### src/source/pu_pkg.sv
`default_nettype none

package pu_pkg;

    // operand and result words.
    localparam int data_width = 32;
    localparam int attr_width = 4;

    // attribute bit that marks a word as invalid.
    localparam int invalid_bit = 0;

    // divider depth in registered stages.
    // It must divide data_width evenly, and each stage then resolves
    // data_width / div_stages quotient bits.
    localparam int div_stages = 4;

    // the multiplier registers its partial products and then the final sum.
    localparam int mul_stages = 2;

    // unit index values as they appear on the bus.
    localparam logic unit_div = 1'b0;
    localparam logic unit_mul = 1'b1;

    typedef logic [data_width-1:0] data_t;
    typedef logic [attr_width-1:0] attr_t;

endpackage

`default_nettype wire
### src/source/pu_bus_join.sv
`timescale 1ns/100ps
`default_nettype none

module pu_bus_join (
    input  wire            clk,
    input  wire            rst,
    input  wire            wr,
    input  wire            oe,
    input  wire            unit,
    input  wire pu_pkg::data_t div_data,
    input  wire pu_pkg::attr_t div_attr,
    input  wire pu_pkg::data_t mul_data,
    input  wire pu_pkg::attr_t mul_attr,
    output wire            div_wr,
    output wire            div_oe,
    output wire            mul_wr,
    output wire            mul_oe,
    output pu_pkg::data_t  data_out,
    output pu_pkg::attr_t  attr_out
);

    import pu_pkg::*;

    logic sel_div;
    logic sel_mul;

    assign sel_div = (unit == unit_div);
    assign sel_mul = (unit == unit_mul);

    assign div_wr = wr && sel_div;
    assign div_oe = oe && sel_div;
    assign mul_wr = wr && sel_mul;
    assign mul_oe = oe && sel_mul;

    // an idle unit drives zero, so the merge is a plain OR.
    always_ff @(posedge clk) begin
        if (rst) begin
            data_out <= '0;
            attr_out <= '0;
        end else begin
            data_out <= div_data | mul_data;
            attr_out <= div_attr | mul_attr;
        end
    end

    assert property (@(posedge clk) disable iff (rst)
        (div_data == '0) || (mul_data == '0))
        else $error("both units drive the result bus in the same cycle");

endmodule

`default_nettype wire

### config.mk
export PLATFORM = sky130hd
export DESIGN_NAME = pu_bus_join
export DESIGN_NICKNAME = d
export VERILOG_FILES = /design/src/source/pu_pkg.sv /design/src/source/pu_bus_join.sv
export SDC_FILE = /design/constraint.sdc
export NUM_CORES = 1
export LEC_CHECK = 0
export BUFFER_PORTS_ARGS = -buffer_cell sky130_fd_sc_hd__buf_2
export CAP_MARGIN = 20
export CORE_ASPECT_RATIO = 2
export CORE_MARGIN = 4
export CORE_UTILIZATION = 31
export DETAILED_ROUTE_END_ITERATION = 10
export GPL_ROUTABILITY_DRIVEN = 0
export PLACE_DENSITY = 0.87
export SYNTH_ARGS = -nofsm -noshare
export SYNTH_HDL_FRONTEND = slang
export SYNTH_SLANG_ARGS = --single-unit
### constraint.sdc
create_clock -name clk -period 0.8 [get_ports clk]
set_clock_uncertainty 0.15 [all_clocks]
set_input_delay 0.08 -clock clk [delete_from_list [all_inputs] [get_ports clk]]
set_output_delay 0.08 -clock clk [all_outputs]
set_load 0.05 [all_outputs]
==> results by group <==
Pwr
  • Power share of the clock group: 0.285
  • Int Power: 3.20 mW
  • Seq pwr share: 0.451
  • PwrDens: 2000 nW/um^2
  • Switch share: 0.282
  • VDD IR-drop max: 1440 uV
  • Pwr Total: 4.46 mW
  • Switching pwr: 1.26 mW
  • Combinational share of power: 0.264
  • Leakage power: 1.09 nW

Synth
  • Post-Syn Instances: 79
  • Top cells by area, synth: dfxtp_1 (64%), o21ba_2 (23%), o21ba_1 (8.9%)
  • Syn Area/Cell: 14.2 sq um
  • FF+latch count, synth: 36
  • Cell Area, Synth: 1120 sq um
  • Sequential area share after synthesis: 0.643
  • Post-Syn Nets: 156
  • Yosys top cell by area: dfxtp_1
  • Synth cell types: 6
  • Ys Warns: 0
  • Area share of the largest cell type after synthesis: 0.643

STA
  • Actual slew at the worst max-slew pin: 455 ps
  • Max_slew headroom: 0.697
  • Final worst-path cycle share: 1.24
  • RSZ-0062 raised after global routing: true
  • Max-slew violations: 0
  • Hold WS: -141 ps
  • Final Setup Violations: 36
  • Post-Route Setup TNS: -6270 ps
  • Fin. Hold Viols: 36
  • Final WS setup: -191 ps
  • Min cycle time layout: 991 ps
  • Maximum clock rate: 1010 MHz

Global routing
  • Total gr overflow: 0
  • Largest net degree at the start of global routing: 37
  • First-pass GRT wire length: 5060 um
  • Vias in the first global route: 1167
  • Gr usage total: 0.146
  • Antenna violations before repair: 0

Placement
  • Port Buffers: 116

Clocking
  • Num CTS Buffers: 5
  • H-tree depth: 2
  • Sink Count: 36
  • CTS root buf: clkbuf_8
  • CTS tree: yes
  • Clock-pin slew on the worst setup and hold paths: 70 ps
  • Longest Clk Path Bufs: 2

Setup path
  • Family with the most delay on the worst path: flip-flops
  • Worst EP arrival: 760 ps
  • Worst path required time: 570 ps
  • CP endpoint kind: output pin
  • Worst-path fanout max: 1
  • Critical Path, Cell by Cell: buf_8
  • Worst path bufs/invs: 1
  • CP startpoint kind: register
  • Peak per-stage delay on the critical path: 340 ps
  • Critical path type: reg -> out
  • Slowest CP cell: dfxtp_2

Status
  • Outcome: finished, violations left
  • Failing checks: negative hold slack, negative setup slack

Floorplan
  • DIE WIDTH: 50.5 um
  • Cell Rows: 30
  • Io pins: 117
  • Die height: 93.0 um
  • Total die area: 4700 sq um
  • Initial Util: 0.325
  • Std-Cell Core Area: 3450 sq um

Cells and area
  • Finished Core Util: 0.645
  • Number of diodes: 0
  • Nets: 276
  • Most frequent cells in the layout: buf_2 (76), dfxtp_2 (36), buf_8 (28)
  • Layout area overhead: 98.7%
  • Most common cell after layout, fill and taps aside: buf_2
  • Share of cells above drive strength 1: 0.930

Job
  • Max_cap viols: 0

Detailed routing
  • Vias/cell: 4.27
  • Pre-Repair DR Iteration Count: 2
  • Wire per inst: 13.2 um
  • Initial DRC Count: 1
  • Number of remaining DRC errors: 0
  • DR vias: 1059
  • Remaining antenna violation count: 0
  • Total wire length: 3280 um

Min path
  • Worst Hold Class: in -> reg
layer usage:
layer	GRT usage	vias up	part of all wire
li1	-	511	-
met4	0.0674	0	0.018
met1	0.141	454	0.33
met3	0.0590	4	0.14
met2	0.261	90	0.52
met5	0	-	0
layout make-up:
cell class	count	area, sq um
fill	287	1230
timing repair buffer	116	921
sequential	36	766
multi-input combinational	40	390
clock buffer	8	90.1
tap	48	60.1
power by group through the flow:
stage | clock [mW] | combinational [mW] | sequential [mW]
finish | 1.27 | 1.18 | 2.01
global route | 1.42 | 1.23 | 2.02
CTS | 1.33 | 1.17 | 2.01
detailed placement | 0 | 0.960 | 2.00
global placement | 0 | 0.946 | 2.00
floorplan | 0 | 0.192 | 2.44
synth_stat cells:
cell	number
o21ba_1	10
and2_1	2
dfxtp_1	36
buf_2	3
o21ba_2	26
nor2b_1	2
final timing paths:
check,from,endpoint,cells past startpoint
setup / recovery,data_out[29],data_out[29],1
hold / removal,div_data[3],data_out[3],2
flip-flops by register name, summed over array words and instances, names as in the netlist:
name      flops
attr_out      4
data_out     32
per-stage QoR:
step	instance area [sq um]	worst slack, ps	hold WS, ps	instances
floorplan	1170	36.7	49.7	79
global placement	1800	-183	134	240
detailed placement	1800	-197	140	240
CTS	2200	-200	-153	248
global route	2230	-223	-151	248
finish	2230	-191	-141	248
timing repair:
item	CTS	global route
setup buffers	0	0
gates cloned	0	0
endpoints found under the hold margin	36	36
gates resized for setup	96	8
endpoints found under the setup margin	38	38
cells by family after synthesis:
kind of cell           Yosys count  synth area share
AND/OR/NAND/NOR                  4            0.0223
buffers and inverters            3            0.0134
flip-flops                      36             0.643
AO/OA/AOI/OAI                   36             0.321
Power figures use the tool's default switching activity.
