--- config.mk ---
export PLATFORM = sky130hd
export DESIGN_NAME = pu_mul
export DESIGN_NICKNAME = d
export VERILOG_FILES = /design/src/source/pu_pkg.sv /design/src/source/pu_mul.sv
export SDC_FILE = /design/constraint.sdc
export NUM_CORES = 2
export LEC_CHECK = 0
export BUFFER_PORTS_ARGS = -buffer_cell sky130_fd_sc_hd__buf_2
export CAP_MARGIN = 20
export CORE_UTILIZATION = 45
export DETAILED_ROUTE_END_ITERATION = 12
export SYNTH_ARGS = -nofsm -noshare
export SYNTH_HDL_FRONTEND = slang
export SYNTH_SLANG_ARGS = --single-unit
--- constraint.sdc ---
create_clock -name clk -period 16.1 [get_ports clk]
set_input_delay 4.83 -clock clk [delete_from_list [all_inputs] [get_ports clk]]
set_output_delay 4.83 -clock clk [all_outputs]
set_load 0.01 [all_outputs]
--- src/source/pu_pkg.sv ---
`default_nettype none

package pu_pkg;

    // operand and result words.
    localparam int data_width = 32;
    localparam int attr_width = 4;

    // attribute bit that marks a word as invalid.
    localparam int invalid_bit = 0;

    // divider depth in registered stages.
    // It must divide data_width evenly, and each stage then resolves
    // data_width / div_stages quotient bits.
    localparam int div_stages = 4;

    // the multiplier registers its partial products and then the final sum.
    localparam int mul_stages = 2;

    // unit index values as they appear on the bus.
    localparam logic unit_div = 1'b0;
    localparam logic unit_mul = 1'b1;

    typedef logic [data_width-1:0] data_t;
    typedef logic [attr_width-1:0] attr_t;

endpackage

`default_nettype wire
--- src/source/pu_mul.sv ---
`timescale 1ns/100ps
`default_nettype none

module pu_mul (
    input  wire            clk,
    input  wire            rst,
    input  wire            wr,
    input  wire            wr_sel,
    input  wire pu_pkg::data_t data_in,
    input  wire pu_pkg::attr_t attr_in,
    input  wire            oe,
    input  wire            oe_sel,
    output wire pu_pkg::data_t data_out,
    output wire pu_pkg::attr_t attr_out
);

    import pu_pkg::*;

    localparam int half = data_width / 2;

    data_t latch_data;
    logic  latch_inv;
    data_t arg_a;
    data_t arg_b;
    logic  arg_a_inv;
    logic  arg_b_inv;
    logic  arg_new;

    logic [mul_stages-1:0] valid_sr;
    logic [mul_stages-1:0] inv_sr;

    data_t pp_ll;
    data_t pp_lh;
    data_t pp_hl;
    data_t pp_hh;
    logic [2*data_width-1:0] mid_sum;
    logic [2*data_width-1:0] prod_r;
    logic [2*data_width-1:0] result_r;
    logic                    invalid_r;
    attr_t                   flag_word;

    always_ff @(posedge clk) begin
        if (wr && !wr_sel) begin
            latch_data <= data_in;
            latch_inv  <= attr_in[invalid_bit];
        end
    end

    always_ff @(posedge clk) begin
        if (rst) begin
            arg_a     <= '0;
            arg_b     <= '0;
            arg_a_inv <= 1'b0;
            arg_b_inv <= 1'b0;
            arg_new   <= 1'b0;
        end else begin
            arg_new <= wr && wr_sel;
            if (wr && wr_sel) begin
                arg_a     <= latch_data;
                arg_a_inv <= latch_inv;
                arg_b     <= data_in;
                arg_b_inv <= attr_in[invalid_bit];
            end
        end
    end

    always_ff @(posedge clk) begin
        if (rst) begin
            valid_sr <= '0;
            inv_sr   <= '0;
        end else begin
            valid_sr <= {valid_sr[mul_stages-2:0], arg_new};
            inv_sr   <= {inv_sr[mul_stages-2:0], arg_a_inv || arg_b_inv};
        end
    end

    // the first step forms four half-word partial products.
    // the second step adds them into the full double-width product.
    assign mid_sum = {{data_width{1'b0}}, pp_lh} + {{data_width{1'b0}}, pp_hl};

    always_ff @(posedge clk) begin
        pp_ll  <= data_t'(arg_a[half-1:0]) * data_t'(arg_b[half-1:0]);
        pp_lh  <= data_t'(arg_a[half-1:0]) * data_t'(arg_b[data_width-1:half]);
        pp_hl  <= data_t'(arg_a[data_width-1:half]) * data_t'(arg_b[half-1:0]);
        pp_hh  <= data_t'(arg_a[data_width-1:half]) * data_t'(arg_b[data_width-1:half]);
        prod_r <= {pp_hh, pp_ll} + (mid_sum << half);
    end

    // a product that needs the high word does not fit the result.
    always_ff @(posedge clk) begin
        if (rst) begin
            result_r  <= '0;
            invalid_r <= 1'b0;
        end else if (valid_sr[mul_stages-1]) begin
            result_r  <= prod_r;
            invalid_r <= inv_sr[mul_stages-1] || (prod_r[2*data_width-1:data_width] != '0);
        end
    end

    always_comb begin
        flag_word = '0;
        flag_word[invalid_bit] = invalid_r;
    end

    assign data_out = oe ? (oe_sel ? result_r[2*data_width-1:data_width]
                                   : result_r[data_width-1:0]) : '0;
    assign attr_out = oe ? flag_word : '0;

endmodule

`default_nettype wire

==> metrics.md <==
| Metric | Value |
|---|---|
| Status | completed |
| PD cells | 50.13 mW/mm^2 |
| Final hold vios | 0 |
| Die width | 327.6 microns |
| CTS-repair resized insts | 0 |
| 1st-pass router iterations | 5 |
| Worst path max stage delay | 700 ps |
| Post-DP HPWL | 91080 microns |
| Layout Area Growth over Synthesis | 6.461% |
| Yosys warnings | 0 |
| Leakage | 25.80 nW |
| Max Slew Vio Count | 0 |
| FF-to-FF path depth | 21 |
| DR vias | 34406 |
| Worst-path cell chain | buf_2, mux2i_1, nor2b_1, buf_2 |
| Worst slew pin tran | 1091 ps |
| Clock-pin slew on the worst setup and hold paths | 60 ps |
| Largest area contributor in the netlist | fa_1 |
| Top-count cell post-synth | inv_1 |
| First-pass GRT wire length | 197900 microns |
| Startpoint Class | primary input |
| Total Nets Final | 6481 |
| Boundary Pins | 78 |
| Clock skew | 30.88 ps |
| Initial Util | 45.37% |
| Max Buffers Root-to-Sink | 3 |
| DRC | 0 |
| EDFF count, synth | 33 |
| Most Frequent Cell on Critical Path | buf_2 |
| Setup tns final | 0 ps |
| Clock Sinks | 361 |
| Chip height | 327.6 microns |
| WL final | 121100 microns |
| Clk root buf | clkbuf_16 |
| H-tree depth | 2 |
| Post-Synthesis Cell Area | 0.04770 sq mm |
| Global route overflow | 0 |
| CTS Buf Count | 43 |
| Synth cell count leaders | 931 x inv_1, 778 x fa_1, 743 x nand2_1 |
| Crit-path max FO | 32 |
| Largest net degree at the start of global routing | 80 |
| Slew HR | 27.29% |
| DP Cell Count | 6525 |
| Distinct cell type count after synthesis | 86 |
| Number of synthesized register bits | 361 |
| Total power draw | 2.545 mW |
| Num rows | 119 |
| # Post-CTS Setup Buffers | 0 |
| Asr flop ratio synth | 0% |
| All-Layer GR Usage | 23.34% |
| Core Region | 0.1051 sq mm |
| Req. time, crit path | 11270 ps |
| Post-Synthesis Cells | 5257 |
| Hold depth | 0 |
| Avg Synthesized Cell Area | 9.073 sq um |
| Vias in the first global route | 35602 |
| WL/cell | 18.33 microns |
| VDD IR max | 0.07157 mV |
| Final setup viols | 0 |
| Top_reg_cell synth | dfxtp_1 |
| Initial antenna violation count | 5 |
| Post-DRT Antenna Nets | 0 |
| Max Cap Violations | 0 |
| Sequential area share after synthesis | 15.84% |
| Crit share post-route | 67.69% |
| Dominant cells by area after synthesis | fa_1 33%, dfxtp_1 14%, ha_1 13% |
| CP Data Arrival Time | 6070 ps |
| Clock Latency Late Sink | 600 ps |
| Max Clk Rate | 0.09176 GHz |
| Fin area | 0.05078 sq mm |
| Hold WC Path Type | flip-flop to flip-flop |
| Routability cong. | 0.8753 |
| Post-DP Area | 0.04929 sq mm |
| CTS Hold Buffers Added | 0 |
| I/O Buffers | 71 |
| Kind of critical path | primary input to primary output |
| CTS tree | built |
| Share of cells above drive strength 1 | 4.892% |
| Tmin final | 10900 ps |
| Die area | 0.1073 sq mm |
| Post-layout util | 48.31% |
| Starting DRT DRC Count | 2073 |
| CP max stage cell | buf_2 |
| Post-route insts no fill | 6605 |
| RSZ-0062 raised after global routing | false |
| Via density | 5.209 |
| Worst Setup End Kind | primary output |
| Share of Yosys cell area claimed by the top area cell type | 32.65% |
final timing paths:
check                           slack (ps)  startpoint     endpoint
worst max-delay path                  5200      oe_sel  data_out[2]
worst min-delay path                   320    pp_ll[9]    prod_r[9]
worst max register to register        8800    arg_a[2]    pp_lh[28]
worst min register to register         320    pp_ll[9]    prod_r[9]
kinds of logic after synthesis:
group,Yosys count,share of synthesized area [%]
DFF,361,15.84
AOI/OAI and AO/OA,552,7.574
adders and majority gates,1259,45.27
muxes,99,2.078
other,1,0.007862
and+or+nand+nor,1613,16.43
xor gates and xnor gates,179,3.287
buffers and inverters,1193,9.502
cell usage in the layout, fill, tap and decap left out, types with 22 or more instances in the layout:
cell       count
inv_1        931
fa_1         778
nand2_1      742
and2_1       493
ha_1         481
dfxtp_1      318
a21oi_1      210
nor2_1       162
xnor2_1      108
mux2i_1       99
a21o_1        98
o21ai_0       79
xor2_1        71
buf_2         70
buf_4         67
nor2b_1       57
clkbuf_16     44
edfxtp_1      33
nand3_1       27
nor3_1        26
nand4_1       22
stage by stage:
| stage | hold slack [ps] | setup slack, ps |
|---|---|---|
| 2_1_floorplan | 309.6 | 5440 |
| 5_1_grt | 329.0 | 5101 |
| 6_report | 321.0 | 5202 |
| 3_5_place_dp | 312.1 | 5182 |
| 3_3_place_gp | 313.1 | 5240 |
| 4_1_cts | 325.7 | 5181 |
sequential cells by signal (all words and copies together) (netlist names):
register and flops:
pp_lh 32, pp_hh 32, arg_a 32, valid_sr 2
latch_data 32, arg_b 32, arg_a_inv 1, invalid_r 1
arg_b_inv 1, prod_r 64, pp_hl 32, arg_new 1
result_r 64, latch_inv 1, pp_ll 32, inv_sr 2
worst max-delay path, delay by kind of cell:
kind | cells | cell delay, ps
buf+inv | 2 | 840
mux | 1 | 320
simple gates | 1 | 70
layer usage:
metal | share of wire, % | track usage (%)
met5 | 0 | 0
met4 | 2.3 | 5.293
met3 | 6.4 | 2.743
met2 | 43 | 35.90
met1 | 48 | 34.97
power by group:
part | leakage, nW | switching [mW] | internal (mW)
Clock | 0.719 | 0.417 | 0.588
Sequential | 2.99 | 0.0559 | 0.974
Combinational | 22.1 | 0.337 | 0.173
layout make-up:
type                            count  area (sq um)
Antenna cell                        1         2.502
Clock buffer                       59          1217
Clock inverter                     19         251.5
Fill cell                       10189         54340
Inverter                          931          3495
Multi-Input combinational cell   3705         35630
Sequential cell                   361          7572
Tap cell                         1391          1740
Timing Repair Buffer              138         873.3
Note: power is estimated with default switching activity, not from simulation.
