--- src/source/pu_pkg.sv ---
`default_nettype none

package pu_pkg;

    // operand and result words.
    localparam int data_width = 32;
    localparam int attr_width = 4;

    // attribute bit that marks a word as invalid.
    localparam int invalid_bit = 0;

    // divider depth in registered stages.
    // It must divide data_width evenly, and each stage then resolves
    // data_width / div_stages quotient bits.
    localparam int div_stages = 4;

    // the multiplier registers its partial products and then the final sum.
    localparam int mul_stages = 2;

    // unit index values as they appear on the bus.
    localparam logic unit_div = 1'b0;
    localparam logic unit_mul = 1'b1;

    typedef logic [data_width-1:0] data_t;
    typedef logic [attr_width-1:0] attr_t;

endpackage

`default_nettype wire
--- src/source/pu_div.sv ---
`timescale 1ns/100ps
`default_nettype none

module pu_div (
    input  wire            clk,
    input  wire            rst,
    input  wire            wr,
    input  wire            wr_sel,
    input  wire pu_pkg::data_t data_in,
    input  wire pu_pkg::attr_t attr_in,
    input  wire            oe,
    input  wire            oe_sel,
    output wire pu_pkg::data_t data_out,
    output wire pu_pkg::attr_t attr_out
);

    import pu_pkg::*;

    data_t latch_data;
    logic  latch_inv;
    data_t arg_a;
    data_t arg_b;
    logic  arg_a_inv;
    logic  arg_b_inv;
    logic  arg_new;

    logic [div_stages-1:0] valid_sr;
    logic [div_stages-1:0] inv_sr;
    logic                  inv_pred;

    data_t core_quotient;
    data_t core_remain;
    data_t quotient_r;
    data_t remain_r;
    logic  invalid_r;
    attr_t flag_word;

    logic start;

    assign start = wr && wr_sel;

    // the first operand waits in the latch until the second one arrives.
    always_ff @(posedge clk) begin
        if (wr && !wr_sel) begin
            latch_data <= data_in;
            latch_inv  <= attr_in[invalid_bit];
        end
    end

    always_ff @(posedge clk) begin
        if (rst) begin
            arg_a     <= '0;
            arg_b     <= '0;
            arg_a_inv <= 1'b0;
            arg_b_inv <= 1'b0;
            arg_new   <= 1'b0;
        end else begin
            arg_new <= start;
            if (start) begin
                arg_a     <= latch_data;
                arg_a_inv <= latch_inv;
                arg_b     <= data_in;
                arg_b_inv <= attr_in[invalid_bit];
            end
        end
    end

    // divisors wider than half a word are outside the supported range.
    assign inv_pred = arg_a_inv || arg_b_inv || (arg_b == '0)
                   || (arg_b[data_width-1:data_width/2] != '0);

    always_ff @(posedge clk) begin
        if (rst) begin
            valid_sr <= '0;
            inv_sr   <= '0;
        end else begin
            valid_sr <= {valid_sr[div_stages-2:0], arg_new};
            inv_sr   <= {inv_sr[div_stages-2:0], inv_pred};
        end
    end

    div_pipe u_div_pipe (
        .clk      (clk),
        .rst      (rst),
        .numer    (arg_a),
        .denom    (arg_b),
        .quotient (core_quotient),
        .remain   (core_remain)
    );

    // results only move when a started operation leaves the core.
    always_ff @(posedge clk) begin
        if (rst) begin
            quotient_r <= '0;
            remain_r   <= '0;
            invalid_r  <= 1'b0;
        end else if (valid_sr[div_stages-1]) begin
            quotient_r <= core_quotient;
            remain_r   <= core_remain;
            invalid_r  <= inv_sr[div_stages-1];
        end
    end

    always_comb begin
        flag_word = '0;
        flag_word[invalid_bit] = invalid_r;
    end

    assign data_out = oe ? (oe_sel ? remain_r : quotient_r) : '0;
    assign attr_out = oe ? flag_word : '0;

    // each start needs a fresh latch write, so starts are never back to back.
    assert property (@(posedge clk) disable iff (rst) start |=> !start)
        else $error("pu_div started two operations in consecutive cycles");

endmodule

`default_nettype wire

--- src/source/div_pipe.sv ---
`timescale 1ns/100ps
`default_nettype none

module div_pipe (
    input  wire            clk,
    input  wire            rst,
    input  wire pu_pkg::data_t numer,
    input  wire pu_pkg::data_t denom,
    output wire pu_pkg::data_t quotient,
    output wire pu_pkg::data_t remain
);

    import pu_pkg::*;

    localparam int bits_per_stage = data_width / div_stages;
    localparam int cnt_width = $clog2(div_stages + 1);

    // each stage holds the numerator bits still to shift in, the divisor,
    // the partial remainder and the quotient bits found so far.
    data_t numer_r [div_stages];
    data_t denom_r [div_stages];
    data_t rem_r [div_stages];
    data_t quo_r [div_stages];

    logic [cnt_width-1:0] settle_cnt;

    for (genvar s = 0; s < div_stages; s++) begin : g_stage
        data_t numer_i;
        data_t denom_i;
        data_t rem_i;
        data_t quo_i;
        data_t numer_n;
        data_t rem_n;
        data_t quo_n;

        if (s == 0) begin : g_first
            assign numer_i = numer;
            assign denom_i = denom;
            assign rem_i   = '0;
            assign quo_i   = '0;
        end else begin : g_next
            assign numer_i = numer_r[s-1];
            assign denom_i = denom_r[s-1];
            assign rem_i   = rem_r[s-1];
            assign quo_i   = quo_r[s-1];
        end

        // each restoring step yields one quotient bit.
        always_comb begin
            logic [data_width:0] trial;
            logic                fits;
            numer_n = numer_i;
            rem_n   = rem_i;
            quo_n   = quo_i;
            for (int b = 0; b < bits_per_stage; b++) begin
                trial   = {rem_n, numer_n[data_width-1]};
                numer_n = numer_n << 1;
                fits    = (trial >= {1'b0, denom_i});
                if (fits) begin
                    trial = trial - {1'b0, denom_i};
                end
                rem_n = trial[data_width-1:0];
                quo_n = {quo_n[data_width-2:0], fits};
            end
        end

        always_ff @(posedge clk) begin
            numer_r[s] <= numer_n;
            denom_r[s] <= denom_i;
            rem_r[s]   <= rem_n;
            quo_r[s]   <= quo_n;
        end
    end

    assign quotient = quo_r[div_stages-1];
    assign remain   = rem_r[div_stages-1];

    // counts the cycles since reset so the output check waits
    // for the pipeline to fill.
    always_ff @(posedge clk) begin
        if (rst) begin
            settle_cnt <= '0;
        end else if (settle_cnt < cnt_width'(div_stages)) begin
            settle_cnt <= settle_cnt + 1'b1;
        end
    end

    assert property (@(posedge clk) disable iff (rst)
        (settle_cnt == cnt_width'(div_stages)) |-> !$isunknown({quotient, remain}))
        else $error("div_pipe output unknown after the pipeline filled");

endmodule

`default_nettype wire

--- config.mk ---
export PLATFORM = sky130hd
export DESIGN_NAME = pu_div
export DESIGN_NICKNAME = d
export VERILOG_FILES = /design/src/source/pu_pkg.sv /design/src/source/pu_div.sv /design/src/source/div_pipe.sv
export SDC_FILE = /design/constraint.sdc
export NUM_CORES = 2
export LEC_CHECK = 0
export BUFFER_PORTS_ARGS = -buffer_cell sky130_fd_sc_hd__buf_2
export CAP_MARGIN = 40
export CORE_MARGIN = 5
export CORE_UTILIZATION = 50
export CTS_CLUSTER_DIAMETER = 40
export CTS_CLUSTER_SIZE = 12
export DETAILED_ROUTE_END_ITERATION = 8
export GPL_ROUTABILITY_DRIVEN = 0
export HOLD_SLACK_MARGIN = 0.03
export PLACE_DENSITY_LB_ADDON = 0.2
export SLEW_MARGIN = 5
export SYNTH_ARGS = -nofsm -noshare
export SYNTH_HDL_FRONTEND = slang
export SYNTH_SLANG_ARGS = --single-unit
--- constraint.sdc ---
create_clock -name clk -period 30.7 [get_ports clk]
set_input_delay 6.14 -clock clk [delete_from_list [all_inputs] [get_ports clk]]
set_output_delay 6.14 -clock clk [all_outputs]
set_load 0.05 [all_outputs]
==> flow_metrics.tcl <==
set metrics [dict create \
    regToRegSetupSlack_ns 1.44 \
    vias_per_cell 6.354 \
    ff_latch_area_um2 10850 \
    yosysWarnings 0 \
    reg2regPathDepth 119 \
    clock_sinks 525 \
    nets 10640 \
    hpwl_um 200300 \
    hold_path_end "u_div_pipe.quo_r[1][13]$_DFF_P_" \
    syn2layout_area_growth_pct 8.188 \
    synth_top_area_cell "ha_1" \
    final_cells 11550 \
    dpl.cell_count 11390 \
    cp.required_ns 31.20 \
    fp.dieW_um 393.1 \
    drive_gt1_frac 0.09778 \
    finalCriticalPeriod_ns 29.26 \
    rows 140 \
    whs_path_depth 0 \
    antenna_found_initial 12 \
    die_area_um2 154600 \
    max_stage_delay_ns 0.67 \
    postSynthCellCount 9512 \
    hp-class "flip-flop to flip-flop" \
    clkTransAtPathRegs_ns 0.06 \
    crit_start "u_div_pipe.denom_r[1][18]$_DFF_P_" \
    drtIter0Drc 6648 \
    cts_buffer_depth 3 \
    multi_input_area_um2 59810 \
    synth_top_area_frac 0.1694 \
    wl_per_cell_um 22.33 \
    clock_latency_ns 0.68 \
    synth_enable_flop_cells 33 \
    finalCritPeriodShare 0.9531 \
    grt_first_pass_wirelength_um 387800 \
    synth_seq_area_share 0.1477 \
    root_buffer "clkbuf_16" \
    slew_viol_final 0 \
    numCtsBuffers 74 \
    vias 73420 \
    drc 0 \
    hold_viol 0 \
    worstMarginPinSlew_ns 0.9727 \
    skew_ns 0.03435 \
    synthTopCellsByArea "ha_1, dfxtp_1, mux2_2, xnor2_1, a21oi_1" \
    critPathSlowestCell "or4_1" \
    setup_viol 0 \
    worstSetupPathType "flip-flop to flip-flop" \
    grt_pass1_vias 68420 \
    status "complete, no violations" \
    cp-end-kind "flip-flop" \
    synth_top_flop_cell "dfxtp_1" \
    max_freq_mhz 34.18 \
    grt_max_degree 76 \
    core_area_um2 145700 \
    hp-start "u_div_pipe.quo_r[0][5]$_DFF_P_" \
    htree_levels 3 \
    synth_cell_type_count 108 \
    final_cell_mix "ha_1, a21oi_1, nand2_1, nor2_1, o21ai_0" \
    drv_cap 0 \
    cts_tree "built" \
    initial_core_util 0.5036 \
    fillers 13880 \
    syn_area_um2 73400 \
    startpoint_type "flip-flop" \
    syn-mean-instance-area_um2 7.716 \
    synth.ff_latch_count 525 \
    ant_nets 0 \
    overflow 0 \
    reg2reg_to "u_div_pipe.rem_r[2][30]$_DFF_P_" \
    worstReg2RegStart "u_div_pipe.denom_r[1][18]$_DFF_P_" \
    cp_max_fo 46 \
    die_h_um 393.1 \
    final_common_cell "ha_1" \
    slew_headroom 0.3508 \
    routed_wirelength_um 258000 \
    port_buffers 71 \
    cp.arrival_ns 29.77 \
    ios 78 \
    grt_use_total 0.3184 \
    ys_async_sr_fraction 0 \
    drtPass1Iterations 8 \
]
==> worst max-delay path, delay by kind of cell, from the launching register on <==
kind                       cells  cell delay [ns]
AOI/OAI and AO/OA             68            15.77
xor gates and xnor gates       1             0.16
adders and majority gates      8             2.90
buffers and inverters         14             2.80
DFF                            1             0.31
muxes                          4             1.50
and+or+nand+nor               24             5.57
==> timing repair <==
item | CTS | global route
setup buffers | 0 | 17
hold buffers | 0 | 0
setup endpoints to repair | 0 | 99
resized for setup | 0 | 57
==> Yosys cell counts (26+ instances only) <==
library cell	number
a211o_1	33
a211oi_1	74
a21boi_0	49
a21o_1	425
a21oi_1	943
a221o_1	54
a31o_2	29
a31oi_1	87
and2_1	79
and3_1	112
and4_1	26
buf_1	34
buf_2	36
clkbuf_1	167
dfxtp_1	492
edfxtp_1	33
fa_1	31
ha_1	994
inv_1	506
mux2_2	435
mux2i_1	178
nand2_1	799
nand2b_1	121
nand3_1	223
nand4_1	142
nor2_1	719
nor2b_1	169
nor3_1	156
nor4_1	54
o211ai_1	106
o21a_1	143
o21ai_0	576
o21bai_1	120
o31ai_1	64
or2_2	42
or3_1	55
xnor2_1	546
xor2_1	246
==> worst max path at each step <==
stage | depth (start not counted) | endpoint
2_1_floorplan | 132 | u_div_pipe.rem_r[2][30]$_DFF_P_
6_report | 119 | u_div_pipe.rem_r[2][30]$_DFF_P_
3_5_place_dp | 118 | u_div_pipe.rem_r[2][11]$_DFF_P_
3_3_place_gp | 117 | u_div_pipe.rem_r[2][11]$_DFF_P_
5_1_grt | 110 | u_div_pipe.rem_r[3][19]$_DFF_P_
4_1_cts | 120 | u_div_pipe.rem_r[2][11]$_DFF_P_
==> state kept, by name (all words and copies together), names as in the netlist, 4 cells and up <==
register	count
arg_b	32
u_div_pipe.rem_r	128
arg_a	32
valid_sr	4
u_div_pipe.denom_r	96
latch_data	32
u_div_pipe.numer_r	48
remain_r	32
quotient_r	32
u_div_pipe.quo_r	80
inv_sr	4
==> area by class of cell <==
type | count | share of cell area
tap | 1917 | 0.03021
timing repair inverter | 1 | 0.00009454
antenna | 13 | 0.0004097
clock inverter | 39 | 0.006366
multi-input combinational | 8228 | 0.7533
clock buffer | 93 | 0.02567
timing repair buffer | 222 | 0.02263
inverter | 516 | 0.02475
sequential | 525 | 0.1366
==> routing by layer <==
layer	vias to the layer above	GRT usage	wire length, um
li1	35150	-	-
met1	34690	0.4075	108000
met2	2860	0.5129	114100
met3	713	0.04353	18770
met4	2	0.1858	17100
met5	-	0	13
==> cell families after synthesis <==
kind of cell | after synthesis | synth area share
AND/OR/NAND/NOR | 2769 | 0.1806
multiplexers | 636 | 0.09480
adder cells (fa/ha/maj) | 1025 | 0.1779
buffers and inverters | 762 | 0.04015
other | 1 | 0.00005109
AO/OA/AOI/OAI | 3002 | 0.2643
flip-flops | 525 | 0.1477
XOR/XNOR | 792 | 0.09451
==> stage by stage <==
stage	hold WS [ns]	TNS (ns)	cell area, um^2	utilization	setup WS (ns)
after floorplan	0.3096	0	73400	-	2.653
after detailed placement	0.3121	0	76480	0.5248	0.8917
after global routing	0.3233	-0.003602	79380	0.5447	-0.003602
after CTS	0.3192	0	79020	0.5422	0.7460
final	0.3159	0	79410	0.5448	1.439
after global placement	0.3109	0	76100	0.5222	1.144
Power is left out: the tool's default activity adds up to more than one toggle a clock period on the data nets, which glitch-free logic cannot reach.
